[src/design/acc_macros.svh]
`ifndef ACC_MACROS_SVH
`define ACC_MACROS_SVH

// Output lanes of the systolic array
`define ACC_LANES 4

// Rows per tile, at least 2 so a row is written before the next tile reads it
`define TILE_ROWS 4

// Data widths
`define IN_DATA_W 8
`define ACC_DATA_W 16

// Bank geometry
`define ACC_ADDR_W 6
`define ACC_DEPTH (1 << `ACC_ADDR_W)

// Tile count
`define TILE_CNT_W 8

`endif

[src/design/acc_pkg.sv]
`include "acc_macros.svh"

package acc_pkg;

    // One value from a lane of the array
    typedef logic [`IN_DATA_W-1:0] lane_data_t;

    // Accumulated partial sum, unsigned and wrapping
    typedef logic [`ACC_DATA_W-1:0] acc_data_t;

    // Bank row address
    typedef logic [`ACC_ADDR_W-1:0] acc_addr_t;

    // Tiles per block
    typedef logic [`TILE_CNT_W-1:0] tile_cnt_t;

    // Row index within a tile
    typedef logic [$clog2(`TILE_ROWS)-1:0] row_cnt_t;

    typedef enum logic {
        DEC_IDLE,
        DEC_RUN
    } dec_state_t;

endpackage

[src/design/acc_if.sv]
`timescale 1ns/1ps
`include "acc_macros.svh"


////////////////////////////////////////////////////////////
// Host read port, result to execute
////////////////////////////////////////////////////////////

interface acc_rd_if;

    import acc_pkg::*;

    logic                       rd_en;
    acc_addr_t                  rd_addr;
    acc_data_t [`ACC_LANES-1:0] ping_data;
    acc_data_t [`ACC_LANES-1:0] pong_data;

    modport master (output rd_en, rd_addr, input  ping_data, pong_data);
    modport slave  (input  rd_en, rd_addr, output ping_data, pong_data);

endinterface

[src/design/acc_result.sv]
`timescale 1ns/1ps
`include "acc_macros.svh"

module acc_result (
    input  logic                                clk,
    input  logic                                resetn,
    input  logic                                rd_en,
    input  acc_pkg::acc_addr_t                  rd_addr,
    input  logic                                rd_bank,
    output acc_pkg::acc_data_t [`ACC_LANES-1:0] rd_data,
    output logic                                rd_valid,
    input  logic                                last_write,
    output logic                                block_done,
    acc_rd_if.master                            rd
);

    logic       bank_q;
    logic [2:0] done_pipe;

    ////////////////////////////////////////////////////////////
    // Host read-out
    ////////////////////////////////////////////////////////////

    assign rd.rd_en   = rd_en;
    assign rd.rd_addr = rd_addr;

    always_ff @(posedge clk) begin
        if (!resetn) begin
            rd_valid <= 1'b0;
        end else begin
            rd_valid <= rd_en;
        end
    end

    always_ff @(posedge clk) begin
        bank_q <= rd_bank;
    end

    // Bank select 1 is ping
    assign rd_data = bank_q ? rd.ping_data : rd.pong_data;

    ////////////////////////////////////////////////////////////
    // Block completion
    ////////////////////////////////////////////////////////////

    // Last lane element is written two edges after it arrives, strobe one edge later
    always_ff @(posedge clk) begin
        if (!resetn) begin
            done_pipe <= '0;
        end else begin
            done_pipe <= {done_pipe[1:0], last_write};
        end
    end

    assign block_done = done_pipe[2];

endmodule

[src/flat_wrapper.sv]
// flat-port wrapper written by rule: the top's interface ports become plain ports
module acc_result_flat 
  (clk, resetn, rd_en, rd_addr, rd_bank, rd_data, rd_valid, last_write, block_done, rd_rd_en, rd_rd_addr, rd_ping_data, rd_pong_data);
  acc_rd_if rd_i ();
  input  logic clk;
  input  logic resetn;
  input  logic rd_en;
  input  acc_pkg::acc_addr_t rd_addr;
  input  logic rd_bank;
  output acc_pkg::acc_data_t [`ACC_LANES-1:0] rd_data;
  output logic rd_valid;
  input  logic last_write;
  output logic block_done;
  output wire logic [$bits(rd_i.rd_en)-1:0] rd_rd_en;
  output wire logic [$bits(rd_i.rd_addr)-1:0] rd_rd_addr;
  input wire logic [$bits(rd_i.ping_data)-1:0] rd_ping_data;
  input wire logic [$bits(rd_i.pong_data)-1:0] rd_pong_data;
  assign rd_rd_en = rd_i.rd_en;
  assign rd_rd_addr = rd_i.rd_addr;
  assign rd_i.ping_data = rd_ping_data;
  assign rd_i.pong_data = rd_pong_data;
  acc_result u_core (.clk(clk), .resetn(resetn), .rd_en(rd_en), .rd_addr(rd_addr), .rd_bank(rd_bank), .rd_data(rd_data), .rd_valid(rd_valid), .last_write(last_write), .block_done(block_done), .rd(rd_i));
endmodule
[config.mk]
export PLATFORM = sky130hd
export DESIGN_NAME = acc_result_flat
export DESIGN_NICKNAME = d
export VERILOG_FILES = /design/src/design/acc_pkg.sv /design/src/design/acc_if.sv /design/src/design/acc_result.sv /design/src/flat_wrapper.sv
export VERILOG_INCLUDE_DIRS = /design/src /design/src/design
export SDC_FILE = /design/constraint.sdc
export NUM_CORES = 1
export LEC_CHECK = 0
export BUFFER_PORTS_ARGS = -buffer_cell sky130_fd_sc_hd__buf_2
export CAP_MARGIN = 25
export CORE_AREA = 2 2 81 83
export DETAILED_ROUTE_END_ITERATION = 10
export DIE_AREA = 0 0 83 85
export GPL_ROUTABILITY_DRIVEN = 1
export HOLD_SLACK_MARGIN = 0.05
export PLACE_DENSITY = 0.73
export SLEW_MARGIN = 20
export SYNTH_ARGS = -nofsm -noshare
export SYNTH_HDL_FRONTEND = slang
export SYNTH_SLANG_ARGS = --single-unit
export TNS_END_PERCENT = 10
[constraint.sdc]
create_clock -name clk -period 1.1 [get_ports clk]
set_clock_uncertainty 0.1 [all_clocks]
set_input_delay 0 -clock clk [delete_from_list [all_inputs] [get_ports clk]]
set_output_delay 0 -clock clk [all_outputs]
set_load 0.03 [all_outputs]
# Yosys cells after proc, flatten, opt, wreduce, memory -nomap -nowiden
# Index checks and enable logic that the tools add are counted.
# word_totals
word_cells	4
input_bits	139
ff_bits	5
# classes
muxes	1
# op_table
op	count
$mux 64	1

# Depth between registers and ports, before layout
# depth
word_depth	1
depth_mapped	3
mapped_depth_nobuf	1

# Least setup slack after synthesis
# OpenSTA, ideal clock, no wires.
# synth_timing
path_type	register to output
from	reg u_core.bank_q
to	out rd_data[10] (netlist name)
stages_incl_launch_ff	4
n_path_buf	2
arrival_time_ns	0.987
setup_slack_ns	0.013
t_required_ns	1.000
cell_sequence	dfxtp_1 > buf_6 > buf_12 > mux2_4
# synth_lines
item	line_no	rtl
start, declared	acc_result.sv:17	logic bank_q;
start signal, assigned	acc_result.sv:36	bank_q <= rd_bank;
end, declared	flat_wrapper.sv:10	output acc_pkg::acc_data_t [`ACC_LANES-1:0] rd_data;

==> impl_metrics.env <==
export IMPL_path_max_fanout=7
export IMPL_htreeDepth=1
export IMPL_yosys_warnings=0
export IMPL_insertion_delay_ns=0.22
export IMPL_fin_setup_tns_ns=-20.35
export IMPL_die_area_um2=7055
export IMPL_syn_area_um2=1255
export IMPL_tightestPinTransition_ns=0.3359
export IMPL_cts_made_buffers=3
export IMPL_fmax_mhz=693.0
export IMPL_grt_pass1_vias=1579
export IMPL_hold_depth=3
export IMPL_via_per_inst=4.195
export IMPL_cts_tree="built"
export IMPL_wl_per_cell_um=14.34
export IMPL_power_density_nw_per_um2=727.0
export IMPL_postRouteAntennaNets=0
export IMPL_slew_viol_final=0
export IMPL_netlist_instances=87
export IMPL_path_cells="buf_8, clkbuf_16, mux2_4, buf_6"
export IMPL_p_leak_nw=1.684
export IMPL_fin_hold_ws_ns=0.2238
export IMPL_critPathTopFamily="buffers and inverters"
export IMPL_grt_pass1_wl_mm=7.058
export IMPL_reg2reg_depth=1
export IMPL_dp_hpwl_mm=3.606
export IMPL_drtPass1Iterations=4
export IMPL_cp_num_cells=4
export IMPL_syn_to_final_growth_pct=137.0
export IMPL_mostFrequentLayoutCell="buf_2"
export IMPL_grt_ovfl_total=0
export IMPL_synth_area_per_cell_um2=14.42
export IMPL_antenna_found_initial=0
export IMPL_die_x_um=83
export IMPL_crit_arrival_ns=1.34
export IMPL_drive_gt1_frac=0.9362
export IMPL_crit_buf_inv=3
export IMPL_final_util=0.4793
export IMPL_critical_path_class="reg2out"
export IMPL_io_pins=212
export IMPL_hold_path_class="in2out"
export IMPL_period_minus_slack_ns=1.443
export IMPL_slowest_delay_ns=0.36
export IMPL_status="finished with violations"
export IMPL_grt_max_degree=36
export IMPL_final_cell_mix="buf_2, buf_6, mux2_4"
export IMPL_ys_seq_elements=5
export IMPL_wirelength_mm=5.376
export IMPL_period_share=1.312
export IMPL_cts_max_path_buffers=2
export IMPL_rsz0062_at_grt="yes"
export IMPL_maxCapViolCount=0
export IMPL_finalHoldViolations=0
export IMPL_yosys_cell_types_count=7
export IMPL_place_congestion=0.7019
export IMPL_drtIter0Drc=9
export IMPL_grt_use_total=0.1186
export IMPL_core_area_um2=6205
export IMPL_setup_viol=64
export IMPL_synth_seq_area_share=0.07976
export IMPL_drc=0
export IMPL_crit_path_top_delay_cell="dfxtp_4"
export IMPL_violations="negative setup slack"
export IMPL_n_antenna_cell=0
export IMPL_finalPower_w=0.002162
export IMPL_die_h_um=85
export IMPL_endpoint_kind="output pin"
export IMPL_clock_sinks=5
export IMPL_start_util=0.2023
export IMPL_cp_start_kind="flip-flop"
export IMPL_crit_required_ns=1.00
export IMPL_slew_headroom=0.7753
export IMPL_synth_nets=226
export IMPL_root_buffer="clkbuf_8"
export IMPL_layout_setup_ws_ns=-0.3429
export IMPL_path_clk_slew_ns=0.04
export IMPL_peakVddDrop_uv=628.9
export IMPL_vias=1573
export IMPL_row_count=29
export IMPL_portBuffers=199
export IMPL_fin_nets=438
## logic make-up (layout without fill, tap and decap cells)
kind of cell | Yosys count | after routing | share of synthesized area
buffers and inverters | 14 | 225 | 0.1466
multiplexers | 64 | 64 | 0.7537
AND/OR/NAND/NOR | 4 | 4 | 0.01994
flip-flops | 5 | 5 | 0.07976
## sequential cells by signal, indices dropped and copies added, names as in the netlist
| register | count |
|---|---|
| u_core.bank_q | 1 |
| u_core.rd_valid | 1 |
| u_core.done_pipe | 3 |
## cells in the mapped netlist (all sizes together)
library cell,n,share of area
mux2,64,0.75
buf,14,0.15
dfxtp,5,0.080
and2,4,0.020
## final timing paths
kind	start	endpoint	slack, ns
worst max register to register	u_core.done_pipe[1]	u_core.done_pipe[2]	0.47
worst max-delay path	u_core.bank_q	rd_data[33]	-0.34
worst min-delay path	rd_ping_data[4]	rd_data[4]	0.22
worst min register to register	u_core.done_pipe[0]	u_core.done_pipe[1]	0.34
## report_power, final
group	internal [W]	switching [W]	total, W
registers	0.000190	0.00000480	0.000195
clock network	0.000249	0.0000969	0.000346
logic	0.000888	0.000733	0.00162
## layer usage
metal	up-vias	wire, um	part of all wire	GRT usage
met4	0	60	0.011	0.04173
li1	735	-	-	-
met2	113	3023	0.56	0.2493
met3	7	407	0.076	0.02140
met1	718	1885	0.35	0.1129
met5	-	0	0	0
## final cells by class
cell class	count	area [um2]
Multi-Input combinational cell	68	985.9
Sequential cell	5	103.9
Clock buffer	4	45.04
Timing Repair Buffer	221	1743
Fill cell	573	3231
Tap cell	77	96.34
## metrics by stage
| stage | cells | cell area, um2 | setup slack (ns) |
|---|---|---|---|
| global route | 375 | 2974 | -0.3849 |
| CTS | 365 | 2745 | -0.4005 |
| floorplan | 87 | 1255 | 0.01301 |
| finish | 375 | 2974 | -0.3429 |
| detailed placement | 351 | 2207 | -0.1642 |
| global placement | 351 | 2207 | -0.1529 |
## repair_timing
item	CTS	global route
buffers inserted	0	3
setup endpoints to repair	64	64
gates resized for setup	125	12
pin swaps	0	0
hold buffers	10	0
cloned	0	7
endpoints found under the hold margin	11	0
(Power assumes the default switching activity.)
