### config.mk
export PLATFORM = sky130hd
export DESIGN_NAME = acc_decode_flat
export DESIGN_NICKNAME = d
export VERILOG_FILES = /design/src/design/acc_pkg.sv /design/src/design/acc_if.sv /design/src/design/acc_decode.sv /design/src/flat_wrapper.sv
export VERILOG_INCLUDE_DIRS = /design/src /design/src/design
export SDC_FILE = /design/constraint.sdc
export NUM_CORES = 1
export LEC_CHECK = 0
export BUFFER_PORTS_ARGS = -buffer_cell sky130_fd_sc_hd__buf_2
export CAP_MARGIN = 40
export CORE_ASPECT_RATIO = 1.4
export CORE_MARGIN = 4
export CORE_UTILIZATION = 51
export CTS_CLUSTER_SIZE = 40
export DETAILED_ROUTE_END_ITERATION = 7
export HOLD_SLACK_MARGIN = 0.1
export PLACE_DENSITY_LB_ADDON = 0.3
export SLEW_MARGIN = 20
export SYNTH_ARGS = -nofsm -noshare
export SYNTH_HDL_FRONTEND = slang
export SYNTH_SLANG_ARGS = --single-unit
### constraint.sdc
create_clock -name clk -period 3.3 [get_ports clk]
set_input_delay 0.66 -clock clk [delete_from_list [all_inputs] [get_ports clk]]
set_output_delay 0.66 -clock clk [all_outputs]
set_load 0.005 [all_outputs]
### src/design/acc_macros.svh
`ifndef ACC_MACROS_SVH
`define ACC_MACROS_SVH

// Output lanes of the systolic array
`define ACC_LANES 4

// Rows per tile, at least 2 so a row is written before the next tile reads it
`define TILE_ROWS 4

// Data widths
`define IN_DATA_W 8
`define ACC_DATA_W 16

// Bank geometry
`define ACC_ADDR_W 6
`define ACC_DEPTH (1 << `ACC_ADDR_W)

// Tile count
`define TILE_CNT_W 8

`endif

### src/design/acc_pkg.sv
`include "acc_macros.svh"

package acc_pkg;

    // One value from a lane of the array
    typedef logic [`IN_DATA_W-1:0] lane_data_t;

    // Accumulated partial sum, unsigned and wrapping
    typedef logic [`ACC_DATA_W-1:0] acc_data_t;

    // Bank row address
    typedef logic [`ACC_ADDR_W-1:0] acc_addr_t;

    // Tiles per block
    typedef logic [`TILE_CNT_W-1:0] tile_cnt_t;

    // Row index within a tile
    typedef logic [$clog2(`TILE_ROWS)-1:0] row_cnt_t;

    typedef enum logic {
        DEC_IDLE,
        DEC_RUN
    } dec_state_t;

endpackage

### src/design/acc_if.sv
`timescale 1ns/1ps
`include "acc_macros.svh"

////////////////////////////////////////////////////////////
// Per-lane write control, decode to execute
////////////////////////////////////////////////////////////

interface acc_wr_if;

    import acc_pkg::*;

    logic      [`ACC_LANES-1:0] wr_valid;
    acc_addr_t [`ACC_LANES-1:0] wr_addr;
    logic      [`ACC_LANES-1:0] wr_first;
    logic      [`ACC_LANES-1:0] wr_last;
    logic      [`ACC_LANES-1:0] wr_bank;

    modport master (output wr_valid, wr_addr, wr_first, wr_last, wr_bank);
    modport slave  (input  wr_valid, wr_addr, wr_first, wr_last, wr_bank);

endinterface


### src/design/acc_decode.sv
`timescale 1ns/1ps
`include "acc_macros.svh"

module acc_decode (
    input  logic               clk,
    input  logic               resetn,
    input  logic               wdata_available,
    input  acc_pkg::tile_cnt_t k_tiles,
    input  acc_pkg::acc_addr_t start_addr,
    input  logic               buffer_select,
    acc_wr_if.master           wr
);

    import acc_pkg::*;

    dec_state_t state;
    row_cnt_t   row_cnt;
    tile_cnt_t  tile_cnt;

    // Block parameters captured on the first beat
    acc_addr_t  start_lat;
    tile_cnt_t  k_lat;
    logic       bank_lat;

    // Lane 0 control
    acc_addr_t  start_sel;
    tile_cnt_t  k_sel;
    logic       bank0;
    logic       row_end;
    logic       tile_end;
    logic       last0;
    logic       first0;
    acc_addr_t  addr0;

    // Skew stages for lanes 1 and up
    logic      [`ACC_LANES-2:0] valid_q;
    acc_addr_t [`ACC_LANES-2:0] addr_q;
    logic      [`ACC_LANES-2:0] first_q;
    logic      [`ACC_LANES-2:0] last_q;
    logic      [`ACC_LANES-2:0] bank_q;

    ////////////////////////////////////////////////////////////
    // Block sequencer
    ////////////////////////////////////////////////////////////

    // On the first beat the live inputs stand in for the latched copies
    assign start_sel = (state == DEC_IDLE) ? start_addr : start_lat;
    assign k_sel     = (state == DEC_IDLE) ? k_tiles : k_lat;
    assign bank0     = (state == DEC_IDLE) ? buffer_select : bank_lat;

    assign row_end  = (row_cnt == row_cnt_t'(`TILE_ROWS - 1));
    assign tile_end = (tile_cnt == k_sel - tile_cnt_t'(1));
    assign last0    = row_end && tile_end;
    assign first0   = (tile_cnt == '0);
    assign addr0    = start_sel + acc_addr_t'(row_cnt);

    always_ff @(posedge clk) begin
        if (!resetn) begin
            state    <= DEC_IDLE;
            row_cnt  <= '0;
            tile_cnt <= '0;
        end else if (wdata_available) begin
            // Back to idle after the final row so the next block can follow directly
            state <= last0 ? DEC_IDLE : DEC_RUN;
            if (row_end) begin
                row_cnt  <= '0;
                tile_cnt <= tile_end ? '0 : tile_cnt + tile_cnt_t'(1);
            end else begin
                row_cnt <= row_cnt + row_cnt_t'(1);
            end
        end
    end

    always_ff @(posedge clk) begin
        if (state == DEC_IDLE && wdata_available) begin
            start_lat <= start_addr;
            k_lat     <= k_tiles;
            bank_lat  <= buffer_select;
        end
    end

    ////////////////////////////////////////////////////////////
    // Skew line
    ////////////////////////////////////////////////////////////

    // Lane i sees the lane 0 control i cycles late
    assign wr.wr_valid = {valid_q, wdata_available};
    assign wr.wr_addr  = {addr_q, addr0};
    assign wr.wr_first = {first_q, first0};
    assign wr.wr_last  = {last_q, last0};
    assign wr.wr_bank  = {bank_q, bank0};

    always_ff @(posedge clk) begin
        if (!resetn) begin
            valid_q <= '0;
        end else begin
            valid_q <= wr.wr_valid[`ACC_LANES-2:0];
        end
    end

    always_ff @(posedge clk) begin
        addr_q  <= wr.wr_addr[`ACC_LANES-2:0];
        first_q <= wr.wr_first[`ACC_LANES-2:0];
        last_q  <= wr.wr_last[`ACC_LANES-2:0];
        bank_q  <= wr.wr_bank[`ACC_LANES-2:0];
    end

endmodule

### src/flat_wrapper.sv
// flat-port wrapper written by rule: the top's interface ports become plain ports
module acc_decode_flat import acc_pkg::*;
  (clk, resetn, wdata_available, k_tiles, start_addr, buffer_select, wr_wr_valid, wr_wr_addr, wr_wr_first, wr_wr_last, wr_wr_bank);
  acc_wr_if wr_i ();
  input  logic clk;
  input  logic resetn;
  input  logic wdata_available;
  input  acc_pkg::tile_cnt_t k_tiles;
  input  acc_pkg::acc_addr_t start_addr;
  input  logic buffer_select;
  output wire logic [$bits(wr_i.wr_valid)-1:0] wr_wr_valid;
  output wire logic [$bits(wr_i.wr_addr)-1:0] wr_wr_addr;
  output wire logic [$bits(wr_i.wr_first)-1:0] wr_wr_first;
  output wire logic [$bits(wr_i.wr_last)-1:0] wr_wr_last;
  output wire logic [$bits(wr_i.wr_bank)-1:0] wr_wr_bank;
  assign wr_wr_valid = wr_i.wr_valid;
  assign wr_wr_addr = wr_i.wr_addr;
  assign wr_wr_first = wr_i.wr_first;
  assign wr_wr_last = wr_i.wr_last;
  assign wr_wr_bank = wr_i.wr_bank;
  acc_decode u_core (.clk(clk), .resetn(resetn), .wdata_available(wdata_available), .k_tiles(k_tiles), .start_addr(start_addr), .buffer_select(buffer_select), .wr(wr_i));
endmodule
Word-level counts from Yosys, hierarchy flattened. Cells that the tools add are included.

RAM bits: 0. Memories kept: 0. Bits in latches: 0. Logic and storage cells: 30. Input bits: 18. Memory bits (read-only): 0. Register bits after elaboration: 56.

$lt $le $gt $ge: 0. Shifts and indexed selects: 0. Equality and inequality tests: 2. Add/subtract/negate cells: 4. Mux-type cells: 6. Reduce and logical (&&, ||, !) cells: 4. Divide/modulo/power cells: 0. Multiply operators: 0. Bitwise gates (word level): 1.

Operators by type and width (count): $mux 8 (2); $add 8x1->8 const B (1); $eq 8x8->1 (1); $logic_not 8->1 (1); $sub 8x1->8 const B (1); $add 6x2->6 (1); $mux 6 (1); $add 2x1->2 const B (1); $eq 2x2->1 const B (1); $logic_and 1x1->1 (2); $mux 1 (2); $mux 2 (1); $reduce_and 2->1 (1); $not 1->1 (1).

Depth between registers and ports, before layout. Gate-level depths: netlist (run 1).

Depth in word-level cells: 5. Depth in mapped cells: 12. Depth with buffers taken out: 8.

Worst setup path after synthesis (run 1). No wires, ideal clock.

Path kind: register to output. From: reg u_core.state. To: out wr_wr_last[0]. Path slack: 0.191 ns. Cell stages (with the launch flop): 13. Arrival time: 2.449 ns. Required time: 2.640 ns. Buffers on the path: 4. Cells stage by stage: dfxtp_1 buf_6 buf_6 clkbuf_1 mux2i_1 ha_1 xor2_1 xnor2_1 nor3_1 nand3b_1 nor3_4 and2_1 buf_4.

Word-level cells in the longest chain between the ends: 4.

RTL lines: from (decl) (line acc_decode.sv:16) `dec_state_t state;`; from (signal assigned) (line acc_decode.sv:64) `state <= last0 ? DEC_IDLE : DEC_RUN;`; $mux 8 (line acc_decode.sv:48) `assign k_sel = (state == DEC_IDLE) ? k_tiles : k_lat;`; $sub 8x1->8 (line acc_decode.sv:52) `assign tile_end = (tile_cnt == k_sel - tile_cnt_t'(1));`; $eq 8x8->1 (line acc_decode.sv:52); $logic_and 1x1->1 (line acc_decode.sv:53) `assign last0 = row_end && tile_end;`; to (decl) (line flat_wrapper.sv:14) `output wire logic [$bits(wr_i.wr_last)-1:0] wr_wr_last;`.

No other way between the ends.

Worst setup path in the final report (run 1). Same ends and word-level chain as after synthesis.

==> results of run 1 <==
[routing by layer]
layer	vias up	wire length, um
met3	7	212
met5	-	0
met2	43	2250
li1	793	-
met1	771	1760
met4	0	91
[worst reg2reg max path, stage by stage (launching register included)]
cell and delay, ps:
sky130_fd_sc_hd__dfxtp_2 420, sky130_fd_sc_hd__mux2i_1 320, sky130_fd_sc_hd__ha_1 230, sky130_fd_sc_hd__xor2_1 180, sky130_fd_sc_hd__xnor2_1 90, sky130_fd_sc_hd__nor3_1 170
sky130_fd_sc_hd__nand3b_1 170, sky130_fd_sc_hd__nor4_2 370, sky130_fd_sc_hd__and3b_1 210
[path summary, 6_finish.rpt]
path / cells past startpoint / to / start
setup reg to reg: 8 / u_core.tile_cnt[3] / u_core.state
hold / removal: 0 / u_core.wr.wr_addr[18] / u_core.wr.wr_addr[12]
hold reg to reg: 0 / u_core.wr.wr_addr[18] / u_core.wr.wr_addr[12]
setup / recovery: 8 / wr_wr_last[0] / u_core.state
[final cells by class]
type                    count  area (um^2)  area share
clock buffers               7         76.3      0.0282
clock inverters             1         8.76     0.00324
inverters                   7         26.3     0.00972
multi-input cells         119          928       0.344
flip-flops and latches     56         1270       0.471
well taps                  60         75.1      0.0278
repair buffers             61          315       0.117
[per-stage QoR]
step	hold slack (ps)	worst slack, ps	power (mW)
detailed placement	330	269	0.983
global placement	326	330	0.976
finish	350	269	1.32
global route	361	115	1.40
CTS	351	139	1.34
floorplan	353	191	0.899
[cells in the final DEF, fill, tap and decap left out, drive strengths merged, types with 7 or more instances in the layout]
master	count
a21oi	10
buf	61
clkbuf	7
dfxtp	41
edfxtp	15
inv	7
mux2i	12
nand3	10
nor3	8
xnor2	11
[state kept, by name (all words and copies together), names as in the netlist]
name and cells:
u_core.bank_q 3, u_core.tile_cnt 8, u_core.wr.wr_addr 18, u_core.bank_lat 1, u_core.first_q 3, u_core.row_cnt 2
u_core.last_q 3, u_core.valid_q 3, u_core.state 1, u_core.start_lat 6, u_core.k_lat 8
[what timing repair did]
| action | CTS | global route |
|---|---|---|
| resized for setup | 0 | 2 |
| endpoints found under the setup margin | 0 | 1 |
| endpoints found under the hold margin | 0 | 0 |
[cell families (layout without fill, tap and decap cells)]
group	count (synthesis)	after routing
compound gates	23	23
xor+xnor	17	17
fa+ha+maj	7	7
buf+inv	18	76
flops	56	56
mux	16	16
simple gates	56	56
[power by group through the flow]
stage | Combinational, mW | Sequential (mW) | Clock, mW
6_report | 0.180 | 0.785 | 0.360
5_1_grt | 0.200 | 0.793 | 0.403
4_1_cts | 0.183 | 0.785 | 0.374
3_5_place_dp | 0.182 | 0.801 | 0
3_3_place_gp | 0.177 | 0.799 | 0
2_1_floorplan | 0.0952 | 0.803 | 0
==> metrics.yaml, run 1 <==
power:
  clock_power_share: 0.271
  power_share_of_the_sequential_group: 0.593
  combinationalPowerShare: 0.136
  power.leakage_nw: 1.11
  pint_mw: 1.00
  p_per_area_nw_per_um2: 490
  net_switching_share_of_the_total_power: 0.244
  peak_supply_drop_mv: 0.366
  switchingPower_uw: 323
global_routing:
  pin_count_of_the_biggest_net_entering_global_routing: 17
  wire_length_of_the_first_global_routing_pass_um: 7350
  grt_busiest_layer: "met2"
  global_route.usage.met2: 0.306
  antenna_found_initial: 0
  global_route.usage.met3: 0.0413
  grt_util_all_layers: 0.169
  overflow: 0
  grt.met1_usage: 0.184
  grt_pass1_vias: 1606
drt:
  avgRoutedWirePerCell_um: 13.8
  dr_total_vias: 1614
  vias_per_cell: 5.19
  final_antenna_net_count: 0
  drt_iter0_markers: 31
  dr_drc_count: 0
  drt_pre_antenna_iters: 4
  drt_wl_total_um: 4310
synth:
  synth_compound_area_frac: 0.0612
  synth-simple-area-share: 0.162
  synth.area.top_cells: "sky130_fd_sc_hd__dfxtp_1 (36%), sky130_fd_sc_hd__edfxtp_1 (20%), sky130_fd_sc_hd__mux2i_1 (5.2%)"
  synth_largest_area_cell: "sky130_fd_sc_hd__dfxtp_1"
  yosys_register_bits: 56
  synth-xor-area-share: 0.0651
  post_synth_inst_count: 193
  yosysUniqueCellTypes: 44
  syn_avg_cell_area_um2: 11.9
  yosys.area_share.adder: 0.0416
  synth_mux_area_frac: 0.0722
  dominantRegCellSynth: "sky130_fd_sc_hd__dfxtp_1"
  postSynth.asyncResetShare: 0
  synth_sequential_area_ratio: 0.555
  yosys.cell_count.top_type: "sky130_fd_sc_hd__dfxtp_1"
  syn_area_um2: 2290
  yosys_warnings: 0
  synthDominantCellAreaShare: 0.359
  synth_nets: 218
  synth_edf_count: 15
  synth.cells.most_frequent: "sky130_fd_sc_hd__dfxtp_1 (41), sky130_fd_sc_hd__edfxtp_1 (15), sky130_fd_sc_hd__mux2i_1 (12)"
  synth_top_family_by_area: "simple AND/OR/NAND/NOR gates"
floorplan:
  core_area_um2: 4270
  design.portCount: 58
  chipWidth_um: 64.6
  fp.dieArea_um2: 5640
  rows: 28
  start_util: 0.535
  floorplan.die.height_um: 87.3
placement:
  hpwlAfterDp_um: 3360
  place_area_um2: 2610
  dpl.cell_count: 303
  finalWeightedCongestion: 0.877
  buffer_ports.inserted: 57
flow_run:
  max_cap_violations: 0
setup_path:
  worstSetupEndpointType: "output pin"
  crit_family: "flip-flops"
  crit_arrival_ps: 2370
  setup.worst_path.start_class: "flip-flop"
  worstPathMaxFanout: 14
  setup.worst_path.class: "reg2out"
  crit_buf_inv: 2
  worstPathRequired_ps: 2640
  worst_path_largest_cell_delay_ps: 420
  crit_chain: "buf_4 > mux2_2 > xor2_1 > nor3_1 > a31oi_1 > nor3_4 > and2_1 > buf_2"
  ff2ff_setup_slack_ps: 1040
  cp_slowest_cell: "sky130_fd_sc_hd__dfxtp_2"
cells_and_area:
  final_design_area_excluding_fillers_um2: 2700
  areaGrowthSynthToFinish_pct: 18.1
  nNetsFinal: 275
  post-route-util: 0.632
  layout.cells.non_filler: 311
  insertedDiodeCount: 0
  drive_gt1_frac: 0.323
  nFillCells: 380
clock_network:
  cts_htree_levels: 2
  ctsHoldBuffers: 0
  tritoncts: "done"
  clkTransAtPathRegs_ps: 90
  postCtsSetupBuffers: 0
  clock_tree.buffer_depth: 2
  cts_made_buffers: 5
  clkLatencyLatePin_ps: 300
  cts-root-buf: "sky130_fd_sc_hd__clkbuf_8"
  clock_sinks: 56
min_path:
  hold_path_class: "reg2reg"
sta:
  worst_pin_slew_ps: 445
  timing.slew.headroom: 0.704
  fmax_ghz: 0.330
  final_max_slew_viol_count: 0
  fin_setup_tns_ps: 0
  finalCriticalPeriod_ps: 3030
  rsz_0062_raised_after_global_routing: "no"
  hold_viol_final: 0
  timing.final.setup_violations: 0
  period_utilization_post_route: 0.918
  clock-skew-final_ps: 4.10
run_status:
  outcome: "finished clean"
No activity file was read; power rests on OpenSTA's default activity.
==> inputs of run 2 (changes only) <==
BUFFER_PORTS_ARGS = -buffer_cell sky130_fd_sc_hd__buf_4   (was -buffer_cell sky130_fd_sc_hd__buf_2)
SLEW_MARGIN = unset   (was 20)
==> metrics.yaml, run 2 (same netlist as run 1, synthesis figures left out) <==
run_status:
  outcome: "finished clean"  # unchanged
sta:
  finalCriticalPeriod_ps: 3030  # about the same
  fmax_ghz: 0.330  # about the same
  clock-skew-final_ps: 5.76  # was 4.10 ps
  worst_pin_slew_ps: 423  # was 445 ps
  rsz_0062_raised_after_global_routing: "no"  # unchanged
  timing.slew.headroom: 0.718  # was 0.704
  timing.final.setup_violations: 0  # unchanged
  period_utilization_post_route: 0.919  # was 0.918
  final_max_slew_viol_count: 0  # unchanged
  fin_setup_tns_ps: 0  # unchanged
  hold_viol_final: 0  # unchanged
setup_path:
  reg2regPathDepth: 8  # unchanged
  crit_arrival_ps: 2370  # about the same
  cp_slowest_cell: "sky130_fd_sc_hd__dfxtp_2"  # unchanged
  worstSetupEndpointType: "output pin"  # unchanged
  worst_path_largest_cell_delay_ps: 420  # about the same
  setup.worst_path.class: "reg2out"  # unchanged
  path_common_cell: "sky130_fd_sc_hd__buf_4"
  worstPathRequired_ps: 2640  # about the same
  worstPathMaxFanout: 14  # unchanged
  crit_chain: "buf_4 > mux2_2 > xor2_1 > nor3_1 > a31oi_1 > nor3_4 > and2_1 > buf_4"  # was buf_4 > mux2_2 > xor2_1 > nor3_1 > a31oi_1 > nor3_4 > and2_1 > buf_2
  setup.worst_path.start_class: "flip-flop"  # unchanged
cells_and_area:
  nNetsFinal: 275  # unchanged
  final_design_area_excluding_fillers_um2: 2870  # was 2700 um^2
  mostFrequentLayoutCells: "sky130_fd_sc_hd__buf_4 (61), sky130_fd_sc_hd__dfxtp_1 (40), sky130_fd_sc_hd__edfxtp_1 (15)"  # was sky130_fd_sc_hd__buf_2 (57), sky130_fd_sc_hd__dfxtp_1 (40), sky130_fd_sc_hd__edfxtp_1 (15)
  layout_commonest_cell: "sky130_fd_sc_hd__buf_4"  # was sky130_fd_sc_hd__buf_2
  drive_gt1_frac: 0.327  # was 0.323
  post-route-util: 0.671  # was 0.632
  areaGrowthSynthToFinish_pct: 25.3  # was 18.1%
  insertedDiodeCount: 0  # unchanged
  flip_flop_count_of_the_largest_register_after_layout: 18  # unchanged
drt:
  drt_wl_total_um: 4470  # was 4310 um
  avgRoutedWirePerCell_um: 14.4  # was 13.8 um
  final_antenna_net_count: 0  # unchanged
  drt_iter0_markers: 38  # was 31
  dr_drc_count: 0  # unchanged
  dr_total_vias: 1589  # was 1614
  vias_per_cell: 5.11  # was 5.19
  drt_pre_antenna_iters: 4  # unchanged
floorplan:
  floorplan.die.height_um: 87.3  # unchanged
  fp.dieArea_um2: 5640  # unchanged
  start_util: 0.535  # unchanged
  chipWidth_um: 64.6  # unchanged
  rows: 28  # unchanged
  design.portCount: 58  # unchanged
  core_area_um2: 4270  # unchanged
clock_network:
  clock_tree.buffer_depth: 2  # unchanged
  clock_sinks: 56  # unchanged
  cts-root-buf: "sky130_fd_sc_hd__clkbuf_8"  # unchanged
  clkLatencyLatePin_ps: 310  # was 300 ps
  clkTransAtPathRegs_ps: 100  # was 90 ps
  tritoncts: "done"  # unchanged
  cts_htree_levels: 2  # unchanged
  cts_made_buffers: 5  # unchanged
  ctsHoldBuffers: 0  # unchanged
  postCtsSetupBuffers: 0  # unchanged
power:
  p_per_area_nw_per_um2: 495  # was 490 nW/um^2
  power.leakage_nw: 1.17  # was 1.11 nW
  peak_supply_drop_mv: 0.437  # was 0.366 mV
placement:
  finalWeightedCongestion: 0.857  # was 0.877
  buffer_ports.inserted: 57  # unchanged
  hpwlAfterDp_um: 3550  # was 3360 um
  place_area_um2: 2750  # was 2610 um^2
global_routing:
  overflow: 0  # unchanged
  grt_util_all_layers: 0.177  # was 0.169
  pin_count_of_the_biggest_net_entering_global_routing: 18  # was 17
  grt_pass1_vias: 1587  # was 1606
  wire_length_of_the_first_global_routing_pass_um: 7530  # was 7350 um
  antenna_found_initial: 0  # unchanged
flow_run:
  max_cap_violations: 0  # unchanged
min_path:
  hold-path-cell-count: 0  # unchanged
  hold_path_class: "reg2reg"  # unchanged
run 2: final timing paths:
path	from	to	slack [ps]
setup reg to reg	u_core.state	u_core.tile_cnt[3]	1080
hold / removal	u_core.wr.wr_addr[6]	u_core.wr.wr_addr[12]	350
hold reg to reg	u_core.wr.wr_addr[6]	u_core.wr.wr_addr[12]	350
setup / recovery	u_core.state	wr_wr_last[0]	270
run 2: where the power goes:
part | switching (mW) | internal, mW
logic | 0.0938 | 0.121
registers | 0.0260 | 0.762
clock network | 0.217 | 0.199
run 2: routing by layer:
metal | share of wire | vias to the layer above | GRT usage
li1 | - | 791 | -
met1 | 0.39 | 753 | 0.185
met2 | 0.53 | 38 | 0.327
met3 | 0.051 | 7 | 0.0439
met4 | 0.022 | 0 | 0.0865
met5 | 0 | - | 0
run 2: area by class of cell:
class                      count  area, um^2
fill                         361        1410
clock buffer                   7        97.6
timing repair buffer          61         458
sequential                    56        1270
tap                           60        75.1
clock inverter                 1        8.76
multi-input combinational    119         928
inverter                       7        26.3
run 2: metrics by stage:
stage,cells,hold WS (ps),total power [mW],setup slack (ps)
4_1_cts,311,355,1.44,111
5_1_grt,311,366,1.49,84.3
3_5_place_dp,303,337,1.02,284
6_report,311,349,1.42,266
2_1_floorplan,193,353,0.899,191
3_3_place_gp,303,333,1.01,326
run 2: what timing repair did:
action	CTS	global route
endpoints found under the hold margin	0	0
endpoints found under the setup margin	0	2
resized for setup	0	2
run 2: critical path, delay by kind of cell, from the launching register on:
kind | cells | cell delay [ps]
xor+xnor | 1 | 180
buf+inv | 2 | 390
flops | 1 | 420
compound gates | 1 | 340
simple gates | 3 | 320
mux | 1 | 410
